--- config.mk ---
export PLATFORM = sky130hd
export DESIGN_NAME = video_top
export DESIGN_NICKNAME = d
export VERILOG_FILES = /design/src/source/video_pkg.sv /design/src/source/video_timing.sv /design/src/source/register_port.sv /design/src/source/tile_layer.sv /design/src/source/layer_mixer.sv /design/src/source/palette_lookup.sv /design/src/source/video_top.sv
export SDC_FILE = /design/constraint.sdc
export NUM_CORES = 2
export LEC_CHECK = 0
export BUFFER_PORTS_ARGS = -buffer_cell sky130_fd_sc_hd__buf_2
export CAP_MARGIN = 40
export CORE_AREA = 2 2 731 733
export CTS_CLUSTER_DIAMETER = 30
export CTS_CLUSTER_SIZE = 10
export DETAILED_ROUTE_END_ITERATION = 8
export DIE_AREA = 0 0 733 735
export HOLD_SLACK_MARGIN = 0.05
export PLACE_DENSITY = 0.55
export SLEW_MARGIN = 20
export SYNTH_ARGS = -nofsm -noshare
export SYNTH_HDL_FRONTEND = slang
export SYNTH_MEMORY_MAX_BITS = 65536
export SYNTH_SLANG_ARGS = --single-unit
export TNS_END_PERCENT = 30
--- constraint.sdc ---
create_clock -name clk_48m -period 10.76 [get_ports clk_48m]
set_clock_uncertainty 0.1 [all_clocks]
set_input_delay 1.614 -clock clk_48m [delete_from_list [all_inputs] [get_ports clk_48m]]
set_output_delay 1.614 -clock clk_48m [all_outputs]
set_load 0.02 [all_outputs]
--- src/source/video_pkg.sv ---
package video_pkg;

	//////////////////////////////////////////////////////////////////////
	// Bus and storage payloads
	//////////////////////////////////////////////////////////////////////

	// One CPU write as seen on the register port
	typedef struct packed {
		logic [9:0]  addr;
		logic [15:0] data;
	} bus_write_t;

	// Single map RAM write
	typedef struct packed {
		logic [5:0] entry;
		logic [7:0] color;
	} map_write_t;

	// Per layer scroll and priority
	typedef struct packed {
		logic [8:0] scroll_x;
		logic [8:0] scroll_y;
		logic [2:0] prio;
	} layer_regs_t;

	// Raster position
	typedef struct packed {
		logic [8:0] x;
		logic [8:0] y;
	} pixel_pos_t;

	// Sync and blank strobes, all active low
	typedef struct packed {
		logic hsync_n;
		logic vsync_n;
		logic hblank_n;
		logic vblank_n;
	} video_ctrl_t;

	// 4 bit per gun, blue on top like the board DAC
	typedef struct packed {
		logic [3:0] blue;
		logic [3:0] green;
		logic [3:0] red;
	} rgb_t;

	// Zero is transparent inside a layer
	typedef logic [7:0] color_index_t;

	//////////////////////////////////////////////////////////////////////
	// Constants
	//////////////////////////////////////////////////////////////////////

	// Master clocks per pixel
	localparam int PIXEL_DIV = 8;

	// Layer slots in register and map arrays
	localparam int LAYER_BG   = 0;
	localparam int LAYER_FG   = 1;
	localparam int LAYER_TEXT = 2;

	// Syncs released and both blanks asserted
	localparam video_ctrl_t CTRL_IDLE = '{hsync_n: 1'b1, vsync_n: 1'b1,
		hblank_n: 1'b0, vblank_n: 1'b0};

	// Register map, word addresses
	localparam logic [9:0] REG_SCROLL_BASE = 10'h000;
	localparam logic [9:0] REG_PRIO_BASE   = 10'h006;
	localparam logic [9:0] REG_MASK        = 10'h009;
	localparam logic [9:0] REG_BACKCOLOR   = 10'h00A;
	localparam logic [9:0] PALETTE_BASE    = 10'h100;
	localparam logic [9:0] MAP_BG_BASE     = 10'h200;
	localparam logic [9:0] MAP_FG_BASE     = 10'h240;
	localparam logic [9:0] MAP_TEXT_BASE   = 10'h280;

endpackage

--- src/source/video_timing.sv ---
`timescale 1ns/1ps

module video_timing #(
	parameter int H_ACTIVE = 288,
	parameter int H_TOTAL  = 384,
	parameter int V_ACTIVE = 224,
	parameter int V_TOTAL  = 264
) (
	input  logic                    clk_48m,
	input  logic                    rst_n,
	output logic                    pixel_en,
	output video_pkg::pixel_pos_t   pos,
	output video_pkg::video_ctrl_t  ctrl,
	output logic                    active
);
	import video_pkg::*;

	// Counter limits at counter width
	localparam logic [2:0] DIV_LAST = 3'(PIXEL_DIV - 1);
	localparam logic [8:0] H_LAST   = 9'(H_TOTAL - 1);
	localparam logic [8:0] V_LAST   = 9'(V_TOTAL - 1);
	localparam logic [8:0] H_ACT    = 9'(H_ACTIVE);
	localparam logic [8:0] V_ACT    = 9'(V_ACTIVE);
	// 8 pixel hsync, 4 pixels into hblank
	localparam logic [8:0] HS_START = 9'(H_ACTIVE + 4);
	localparam logic [8:0] HS_END   = 9'(H_ACTIVE + 12);
	// 2 line vsync, 2 lines into vblank
	localparam logic [8:0] VS_START = 9'(V_ACTIVE + 2);
	localparam logic [8:0] VS_END   = 9'(V_ACTIVE + 4);

	logic [2:0] div;
	pixel_pos_t next_pos;

	//////////////////////////////////////////////////////////////////////
	// Next raster position
	//////////////////////////////////////////////////////////////////////
	always_comb begin
		next_pos = pos;
		if (pos.x == H_LAST) begin
			next_pos.x = '0;
			// Line done, step or wrap the frame
			next_pos.y = (pos.y == V_LAST) ? '0 : pos.y + 9'd1;
		end else begin
			next_pos.x = pos.x + 9'd1;
		end
	end

	//////////////////////////////////////////////////////////////////////
	// Divider, counters and strobes
	//////////////////////////////////////////////////////////////////////
	always_ff @(posedge clk_48m) begin
		if (rst_n) begin
			div      <= '0;
			pixel_en <= 1'b0;
			pos      <= '0;
			ctrl     <= CTRL_IDLE;
		end else begin
			div      <= (div == DIV_LAST) ? '0 : div + 3'd1;
			// One clock wide enable per pixel
			pixel_en <= (div == DIV_LAST);
			if (pixel_en) begin
				pos <= next_pos;
				// Strobes follow the new position so ctrl matches pos
				ctrl.hblank_n <= (next_pos.x < H_ACT);
				ctrl.vblank_n <= (next_pos.y < V_ACT);
				ctrl.hsync_n  <= !((next_pos.x >= HS_START) && (next_pos.x < HS_END));
				ctrl.vsync_n  <= !((next_pos.y >= VS_START) && (next_pos.y < VS_END));
			end
		end
	end

	// Visible area at the counter position
	assign active = ctrl.hblank_n && ctrl.vblank_n;

endmodule

--- src/source/register_port.sv ---
`timescale 1ns/1ps

module register_port #(
	parameter int H_ACTIVE = 288,
	parameter int H_TOTAL  = 384,
	parameter int V_ACTIVE = 224,
	parameter int V_TOTAL  = 264
) (
	input  logic                                clk_48m,
	input  logic                                rst_n,
	input  logic                                wr_valid,
	input  video_pkg::bus_write_t               wr,
	output logic                                wr_ready,
	input  logic                                active,
	output video_pkg::layer_regs_t [2:0]        layer_regs,
	output logic [2:0]                          layer_mask,
	output video_pkg::color_index_t             back_color,
	output video_pkg::map_write_t [2:0]         map_wr,
	output logic [2:0]                          map_we,
	output video_pkg::color_index_t             pal_index,
	output video_pkg::rgb_t                     pal_data,
	output logic                                pal_we
);
	import video_pkg::*;

	// Palette writes wait for blanking so the frame needs some
	if ((H_TOTAL <= H_ACTIVE) && (V_TOTAL <= V_ACTIVE)) begin : g_no_blank
		$error("register_port needs horizontal or vertical blanking");
	end

	logic ready_q;
	logic is_pal;
	logic accept;

	//////////////////////////////////////////////////////////////////////
	// Handshake
	//////////////////////////////////////////////////////////////////////

	// Palette page is 0x100 to 0x1FF
	assign is_pal   = (wr.addr[9:8] == PALETTE_BASE[9:8]);
	// Held low through reset, palette only in blank
	assign wr_ready = ready_q && !(is_pal && active);
	assign accept   = wr_valid && wr_ready;

	//////////////////////////////////////////////////////////////////////
	// Control registers
	//////////////////////////////////////////////////////////////////////
	always_ff @(posedge clk_48m) begin
		if (rst_n) begin
			ready_q    <= 1'b0;
			layer_regs <= '0;
			layer_mask <= '0;
			back_color <= '0;
		end else begin
			ready_q <= 1'b1;
			if (accept) begin
				// Anything not listed is dropped here
				case (wr.addr)
					REG_SCROLL_BASE + 10'd0: layer_regs[LAYER_BG].scroll_x   <= wr.data[8:0];
					REG_SCROLL_BASE + 10'd1: layer_regs[LAYER_BG].scroll_y   <= wr.data[8:0];
					REG_SCROLL_BASE + 10'd2: layer_regs[LAYER_FG].scroll_x   <= wr.data[8:0];
					REG_SCROLL_BASE + 10'd3: layer_regs[LAYER_FG].scroll_y   <= wr.data[8:0];
					REG_SCROLL_BASE + 10'd4: layer_regs[LAYER_TEXT].scroll_x <= wr.data[8:0];
					REG_SCROLL_BASE + 10'd5: layer_regs[LAYER_TEXT].scroll_y <= wr.data[8:0];
					REG_PRIO_BASE + 10'd0:   layer_regs[LAYER_BG].prio       <= wr.data[2:0];
					REG_PRIO_BASE + 10'd1:   layer_regs[LAYER_FG].prio       <= wr.data[2:0];
					REG_PRIO_BASE + 10'd2:   layer_regs[LAYER_TEXT].prio     <= wr.data[2:0];
					REG_MASK:                layer_mask                      <= wr.data[2:0];
					REG_BACKCOLOR:           back_color                      <= wr.data[7:0];
					default: ;
				endcase
			end
		end
	end

	//////////////////////////////////////////////////////////////////////
	// Map and palette steering
	//////////////////////////////////////////////////////////////////////
	always_comb begin
		// Same payload to every map, enable picks the layer
		for (int i = 0; i < 3; i++) begin
			map_wr[i].entry = wr.addr[5:0];
			map_wr[i].color = wr.data[7:0];
		end
		// 64 entry blocks
		map_we[LAYER_BG]   = accept && (wr.addr[9:6] == MAP_BG_BASE[9:6]);
		map_we[LAYER_FG]   = accept && (wr.addr[9:6] == MAP_FG_BASE[9:6]);
		map_we[LAYER_TEXT] = accept && (wr.addr[9:6] == MAP_TEXT_BASE[9:6]);
	end

	assign pal_index = wr.addr[7:0];
	assign pal_data  = rgb_t'(wr.data[11:0]);
	assign pal_we    = accept && is_pal;

endmodule

--- src/source/tile_layer.sv ---
`timescale 1ns/1ps

module tile_layer (
	input  logic                      clk_48m,
	input  logic                      pixel_en,
	input  video_pkg::pixel_pos_t     pos,
	input  video_pkg::layer_regs_t    regs,
	input  video_pkg::map_write_t     map_wr,
	input  logic                      map_we,
	output video_pkg::color_index_t   index
);
	import video_pkg::*;

	// 8x8 tiles, one solid colour each
	color_index_t map_ram [64];

	logic [8:0] sx;
	logic [8:0] sy;
	logic [5:0] entry;

	//////////////////////////////////////////////////////////////////////
	// CPU side map write
	//////////////////////////////////////////////////////////////////////
	always_ff @(posedge clk_48m) begin
		if (map_we) begin
			map_ram[map_wr.entry] <= map_wr.color;
		end
	end

	//////////////////////////////////////////////////////////////////////
	// Scrolled lookup
	//////////////////////////////////////////////////////////////////////

	// Scroll wraps at 512, the map repeats every 64 pixels
	assign sx = pos.x + regs.scroll_x;
	assign sy = pos.y + regs.scroll_y;

	// Row times 8 plus column
	assign entry = {sy[5:3], sx[5:3]};

	// Index lands one pixel behind the position
	always_ff @(posedge clk_48m) begin
		if (pixel_en) begin
			index <= map_ram[entry];
		end
	end

endmodule

--- src/source/layer_mixer.sv ---
`timescale 1ns/1ps

module layer_mixer (
	input  logic                             clk_48m,
	input  logic                             rst_n,
	input  logic                             pixel_en,
	input  video_pkg::color_index_t          bg,
	input  video_pkg::color_index_t          fg,
	input  video_pkg::color_index_t          text,
	input  video_pkg::layer_regs_t [2:0]     layer_regs,
	input  logic [2:0]                       layer_mask,
	input  video_pkg::color_index_t          back_color,
	output video_pkg::color_index_t          dot
);
	import video_pkg::*;

	color_index_t [2:0] idx;
	logic [2:0]         compete;
	logic               found;
	logic [2:0]         best_prio;
	color_index_t       winner;

	// Same slot order as the registers
	assign idx[LAYER_BG]   = bg;
	assign idx[LAYER_FG]   = fg;
	assign idx[LAYER_TEXT] = text;

	//////////////////////////////////////////////////////////////////////
	// Priority select
	//////////////////////////////////////////////////////////////////////
	always_comb begin
		// Masked or transparent layers drop out
		for (int i = 0; i < 3; i++) begin
			compete[i] = !layer_mask[i] && (idx[i] != '0);
		end
		found     = 1'b0;
		best_prio = '0;
		// Nothing opaque shows the back colour
		winner    = back_color;
		// Scan bg to text, >= hands ties to the later layer
		for (int i = 0; i < 3; i++) begin
			if (compete[i] && (!found || (layer_regs[i].prio >= best_prio))) begin
				found     = 1'b1;
				best_prio = layer_regs[i].prio;
				winner    = idx[i];
			end
		end
	end

	// Second pixel stage
	always_ff @(posedge clk_48m) begin
		if (rst_n) begin
			dot <= '0;
		end else if (pixel_en) begin
			dot <= winner;
		end
	end

endmodule

--- src/source/palette_lookup.sv ---
`timescale 1ns/1ps

module palette_lookup (
	input  logic                       clk_48m,
	input  logic                       rst_n,
	input  logic                       pixel_en,
	input  video_pkg::color_index_t    dot,
	input  video_pkg::video_ctrl_t     ctrl_in,
	input  video_pkg::color_index_t    pal_index,
	input  video_pkg::rgb_t            pal_data,
	input  logic                       pal_we,
	output video_pkg::rgb_t            vid_rgb,
	output video_pkg::video_ctrl_t     vid_ctrl
);
	import video_pkg::*;

	// 256 x 12 colour RAM
	rgb_t pal_ram [256];

	video_ctrl_t ctrl_d1;
	video_ctrl_t ctrl_d2;
	logic        blank;

	//////////////////////////////////////////////////////////////////////
	// Palette write
	//////////////////////////////////////////////////////////////////////

	// Only ever written in blank
	always_ff @(posedge clk_48m) begin
		if (pal_we) begin
			pal_ram[pal_index] <= pal_data;
		end
	end

	//////////////////////////////////////////////////////////////////////
	// Lookup and ctrl delay
	//////////////////////////////////////////////////////////////////////

	// ctrl_d2 belongs to the dot now at the input
	assign blank = !ctrl_d2.hblank_n || !ctrl_d2.vblank_n;

	always_ff @(posedge clk_48m) begin
		if (rst_n) begin
			ctrl_d1  <= CTRL_IDLE;
			ctrl_d2  <= CTRL_IDLE;
			vid_ctrl <= CTRL_IDLE;
			vid_rgb  <= '0;
		end else if (pixel_en) begin
			// Three pixel delay to match layer, mixer and palette
			ctrl_d1  <= ctrl_in;
			ctrl_d2  <= ctrl_d1;
			vid_ctrl <= ctrl_d2;
			// Black outside the visible area
			vid_rgb  <= blank ? '0 : pal_ram[dot];
		end
	end

endmodule

--- src/source/video_top.sv ---
`timescale 1ns/1ps

module video_top #(
	parameter int H_ACTIVE = 288,
	parameter int H_TOTAL  = 384,
	parameter int V_ACTIVE = 224,
	parameter int V_TOTAL  = 264
) (
	input  logic                      clk_48m,
	input  logic                      rst_n,
	input  logic                      wr_valid,
	input  video_pkg::bus_write_t     wr,
	output logic                      wr_ready,
	output logic                      vid_pixel_en,
	output video_pkg::rgb_t           vid_rgb,
	output video_pkg::video_ctrl_t    vid_ctrl
);
	import video_pkg::*;

	pixel_pos_t          pos;
	video_ctrl_t         ctrl;
	logic                active;
	layer_regs_t [2:0]   layer_regs;
	logic [2:0]          layer_mask;
	color_index_t        back_color;
	map_write_t [2:0]    map_wr;
	logic [2:0]          map_we;
	color_index_t        pal_index;
	rgb_t                pal_data;
	logic                pal_we;
	color_index_t        bg_index;
	color_index_t        fg_index;
	color_index_t        text_index;
	color_index_t        dot;

	//////////////////////////////////////////////////////////////////////
	// Timing and CPU port
	//////////////////////////////////////////////////////////////////////

	// Pixel enable goes straight out as the video clock enable
	video_timing #(
		.H_ACTIVE(H_ACTIVE), .H_TOTAL(H_TOTAL), .V_ACTIVE(V_ACTIVE), .V_TOTAL(V_TOTAL)
	) timing_i (
		.clk_48m(clk_48m), .rst_n(rst_n), .pixel_en(vid_pixel_en),
		.pos(pos), .ctrl(ctrl), .active(active)
	);

	register_port #(
		.H_ACTIVE(H_ACTIVE), .H_TOTAL(H_TOTAL), .V_ACTIVE(V_ACTIVE), .V_TOTAL(V_TOTAL)
	) regs_i (
		.clk_48m(clk_48m), .rst_n(rst_n), .wr_valid(wr_valid), .wr(wr),
		.wr_ready(wr_ready), .active(active), .layer_regs(layer_regs),
		.layer_mask(layer_mask), .back_color(back_color), .map_wr(map_wr),
		.map_we(map_we), .pal_index(pal_index), .pal_data(pal_data), .pal_we(pal_we)
	);

	//////////////////////////////////////////////////////////////////////
	// Tile layers
	//////////////////////////////////////////////////////////////////////
	tile_layer bg_layer (
		.clk_48m(clk_48m), .pixel_en(vid_pixel_en), .pos(pos),
		.regs(layer_regs[LAYER_BG]), .map_wr(map_wr[LAYER_BG]),
		.map_we(map_we[LAYER_BG]), .index(bg_index)
	);

	tile_layer fg_layer (
		.clk_48m(clk_48m), .pixel_en(vid_pixel_en), .pos(pos),
		.regs(layer_regs[LAYER_FG]), .map_wr(map_wr[LAYER_FG]),
		.map_we(map_we[LAYER_FG]), .index(fg_index)
	);

	tile_layer text_layer (
		.clk_48m(clk_48m), .pixel_en(vid_pixel_en), .pos(pos),
		.regs(layer_regs[LAYER_TEXT]), .map_wr(map_wr[LAYER_TEXT]),
		.map_we(map_we[LAYER_TEXT]), .index(text_index)
	);

	//////////////////////////////////////////////////////////////////////
	// Mix and colour out
	//////////////////////////////////////////////////////////////////////
	layer_mixer mixer_i (
		.clk_48m(clk_48m), .rst_n(rst_n), .pixel_en(vid_pixel_en),
		.bg(bg_index), .fg(fg_index), .text(text_index), .layer_regs(layer_regs),
		.layer_mask(layer_mask), .back_color(back_color), .dot(dot)
	);

	palette_lookup palette_i (
		.clk_48m(clk_48m), .rst_n(rst_n), .pixel_en(vid_pixel_en), .dot(dot),
		.ctrl_in(ctrl), .pal_index(pal_index), .pal_data(pal_data), .pal_we(pal_we),
		.vid_rgb(vid_rgb), .vid_ctrl(vid_ctrl)
	);

endmodule

==> results.toml <==
[run_status]
status = "finished, final reports clean"

[grt]
grt_max_degree = 175
grt_use_total = 0.185
grt_antenna_before_repair = 24
grt_pass1_wl_um = 724000
grt_overflow = 0
grt_pass1_vias = 98600

[worst_setup_path]
worstPathArrival_ns = 6.52
cp-end-kind = "flop"
cp.required_ns = 11.50
worstPathMaxFanout = 81
reg2reg_depth = 11
path_class = "flop to flop"
startpoint_type = "flop"

[placement]
placed_area_mm2 = 0.197
place_hpwl_um = 318000
place_congestion = 0.870
placed_cells = 16300
io_buffers = 42

[final_layout]
multi_input_area_mm2 = 0.0413
stdcell_count = 17900
syn2layout_area_growth_pct = 22.2
num-nets-final = 10200
design_area_mm2 = 0.227
final_common_cell = "edfxtp_1"
layout_common_cells = "edfxtp_1, mux4_2, clkbuf_16, mux2i_1, nor2_1"
drive_gt1_frac = 0.280
fill_cells = 45700
register_area_mm2 = 0.142

[sta]
slew_viol_final = 0
max_slew_margin = 0.0848
period_minus_slack_ns = 5.78
hold_viol = 0
tns_ns = 0
setup_viol = 0
fmaxAchievable_mhz = 173
worst_slew_pin_slew_ns = 1.37
fin_crit_sh = 0.538
rsz0062_at_grt = "false"

[floorplan]
die-height_um = 735
num_rows = 268
pin_count = 47
initial_utilization = 0.349
die_w_um = 733
fp.coreArea_mm2 = 0.531
die-area_mm2 = 0.539

[cts]
ctsHoldBuffers = 0
cts_max_level = 6
cts_sinks = 4755
clk_pin_slew_ns = 0.05
cts.path.max_buffers = 4
insertion_delay_ns = 1.09
cts_setup_buffers = 0
cts_tree = "done"
cts-resized-gates = 0
clockRootBuffer = "clkbuf_16"
cts_buffers = 833

[synth]
synth-edff-count = 4632
avgSynthCellArea_um2 = 20.0
yosysUniqueCellTypes = 77
ys.flop_type = "edfxtp_1"
ys_seq_elements = 4755
yosysWarningCount = 0
synthCells = 9250
synth_area_mm2 = 0.185
synth_fp_nets = 9313
async_flop_share = 0
synth_seq_area_share = 0.764

[route]
routed_via_density = 5.41
dr.first_iter.drc_count = 10300
wl_per_cell_um = 28.7
vias = 97000
drc = 0
drtAntennaViolNets = 0
wirelength_um = 514000
first_pass_iters = 6

[hold_path]
whs_path_depth = 1
hp-class = "flop to flop"

[job]
maxCapViolCount = 0

[power_and_ir_drop]
p_leak_nw = 70.5
power_density_mw_per_mm2 = 211
vdd_drop_max_mv = 0.205
logic make-up after synthesis:
kind of cell / after synthesis / synth area share
fa+ha+maj: 34 / 0.00230
flops: 4755 / 0.764
simple gates: 1400 / 0.0341
buf+inv: 552 / 0.0148
xor+xnor: 39 / 0.00194
compound gates: 901 / 0.0325
mux: 1569 / 0.151
critical path: stages, from the launching register on:
cell and delay, ns:
dfxtp_1 0.52, ha_1 0.32, a21oi_1 0.23, a21oi_1 0.21, or4_1 0.86, nand2_8 0.67
buf_4 0.78, mux4_2 0.43, a22o_1 0.26, nor4_1 0.60, nor4_1 0.24, buf_2 0.22
worst paths after layout:
path	from	to	slack, ns
max	timing_i.pos[11]$_SDFFE_PP0P_	bg_layer.index[1]$_DFFE_PP_	4.98
min	timing_i.div[0]$_SDFF_PP0_	timing_i.div[0]$_SDFF_PP0_	0.33
max reg2reg	timing_i.pos[11]$_SDFFE_PP0P_	bg_layer.index[1]$_DFFE_PP_	4.98
min reg2reg	timing_i.div[0]$_SDFF_PP0_	timing_i.div[0]$_SDFF_PP0_	0.33
power breakdown:
group          switching [W]  total (W)  internal, W
Clock                0.00922     0.0268       0.0176
Combinational       0.000448   0.000536    0.0000879
Sequential        0.00000256     0.0204       0.0204
Yosys cell counts (30+ instances only):
master | number | area share
buf_2 | 147 | 0.0040
nand2_1 | 354 | 0.0072
clkbuf_1 | 232 | 0.0047
edfxtp_1 | 4632 | 0.75
a21oi_1 | 231 | 0.0062
o22ai_1 | 154 | 0.0052
a32o_1 | 31 | 0.0017
mux2_2 | 43 | 0.0026
nor3_1 | 30 | 0.00081
buf_1 | 50 | 0.0010
a22o_1 | 74 | 0.0035
buf_4 | 87 | 0.0035
mux2i_1 | 555 | 0.030
dfxtp_1 | 123 | 0.013
a211oi_1 | 74 | 0.0030
nor4_1 | 97 | 0.0033
nand3_1 | 185 | 0.0050
mux4_2 | 965 | 0.12
nor2b_1 | 62 | 0.0021
nor2_1 | 548 | 0.011
ha_1 | 34 | 0.0023
o21ai_0 | 128 | 0.0035
sequential cells by signal (all words and copies together), names as in the netlist, 3 cells and up, named ones only:
register / cells
text_layer.map_ram: 512
mixer_i.dot: 8
timing_i.ctrl: 4
palette_i.ctrl_d1: 4
bg_layer.index: 8
palette_i.ctrl_d2: 4
fg_layer.index: 8
timing_i.pos: 18
regs_i.back_color: 8
bg_layer.map_ram: 512
timing_i.div: 3
palette_i.vid_ctrl: 4
text_layer.index: 8
regs_i.layer_regs: 45
palette_i.pal_ram: 3072
fg_layer.map_ram: 512
regs_i.layer_mask: 3
palette_i.vid_rgb: 12
per-stage QoR:
step           hold slack (ns)  setup WS, ns  total power [W]  utilization
2_1_floorplan            0.308          6.16           0.0208            -
3_3_place_gp             0.318          4.77           0.0212        0.368
3_5_place_dp             0.336          4.91           0.0212        0.370
4_1_cts                  0.343          4.95           0.0481        0.425
5_1_grt                  0.370          4.74           0.0490        0.426
6_report                 0.332          4.98           0.0477        0.426
per-layer routing:
layer,up-vias,share of wire,track usage,wire length [um]
met4,10,0.038,0.0682,19300
met5,-,0.00082,0.00141,422
met2,4278,0.48,0.301,248000
li1,40500,-,-,-
met3,899,0.080,0.0403,40900
met1,51300,0.40,0.244,206000
cell type report:
| cell class | count | share of cell area |
|---|---|---|
| Antenna cell | 15 | 0.000166 |
| Clock buffer | 939 | 0.0950 |
| Timing Repair Buffer | 634 | 0.0253 |
| Inverter | 15 | 0.000249 |
| Multi-Input combinational cell | 3943 | 0.182 |
| Clock inverter | 613 | 0.0331 |
| Sequential cell | 4755 | 0.625 |
| Tap cell | 7020 | 0.0388 |
Note: power is estimated with default switching activity, not from simulation.
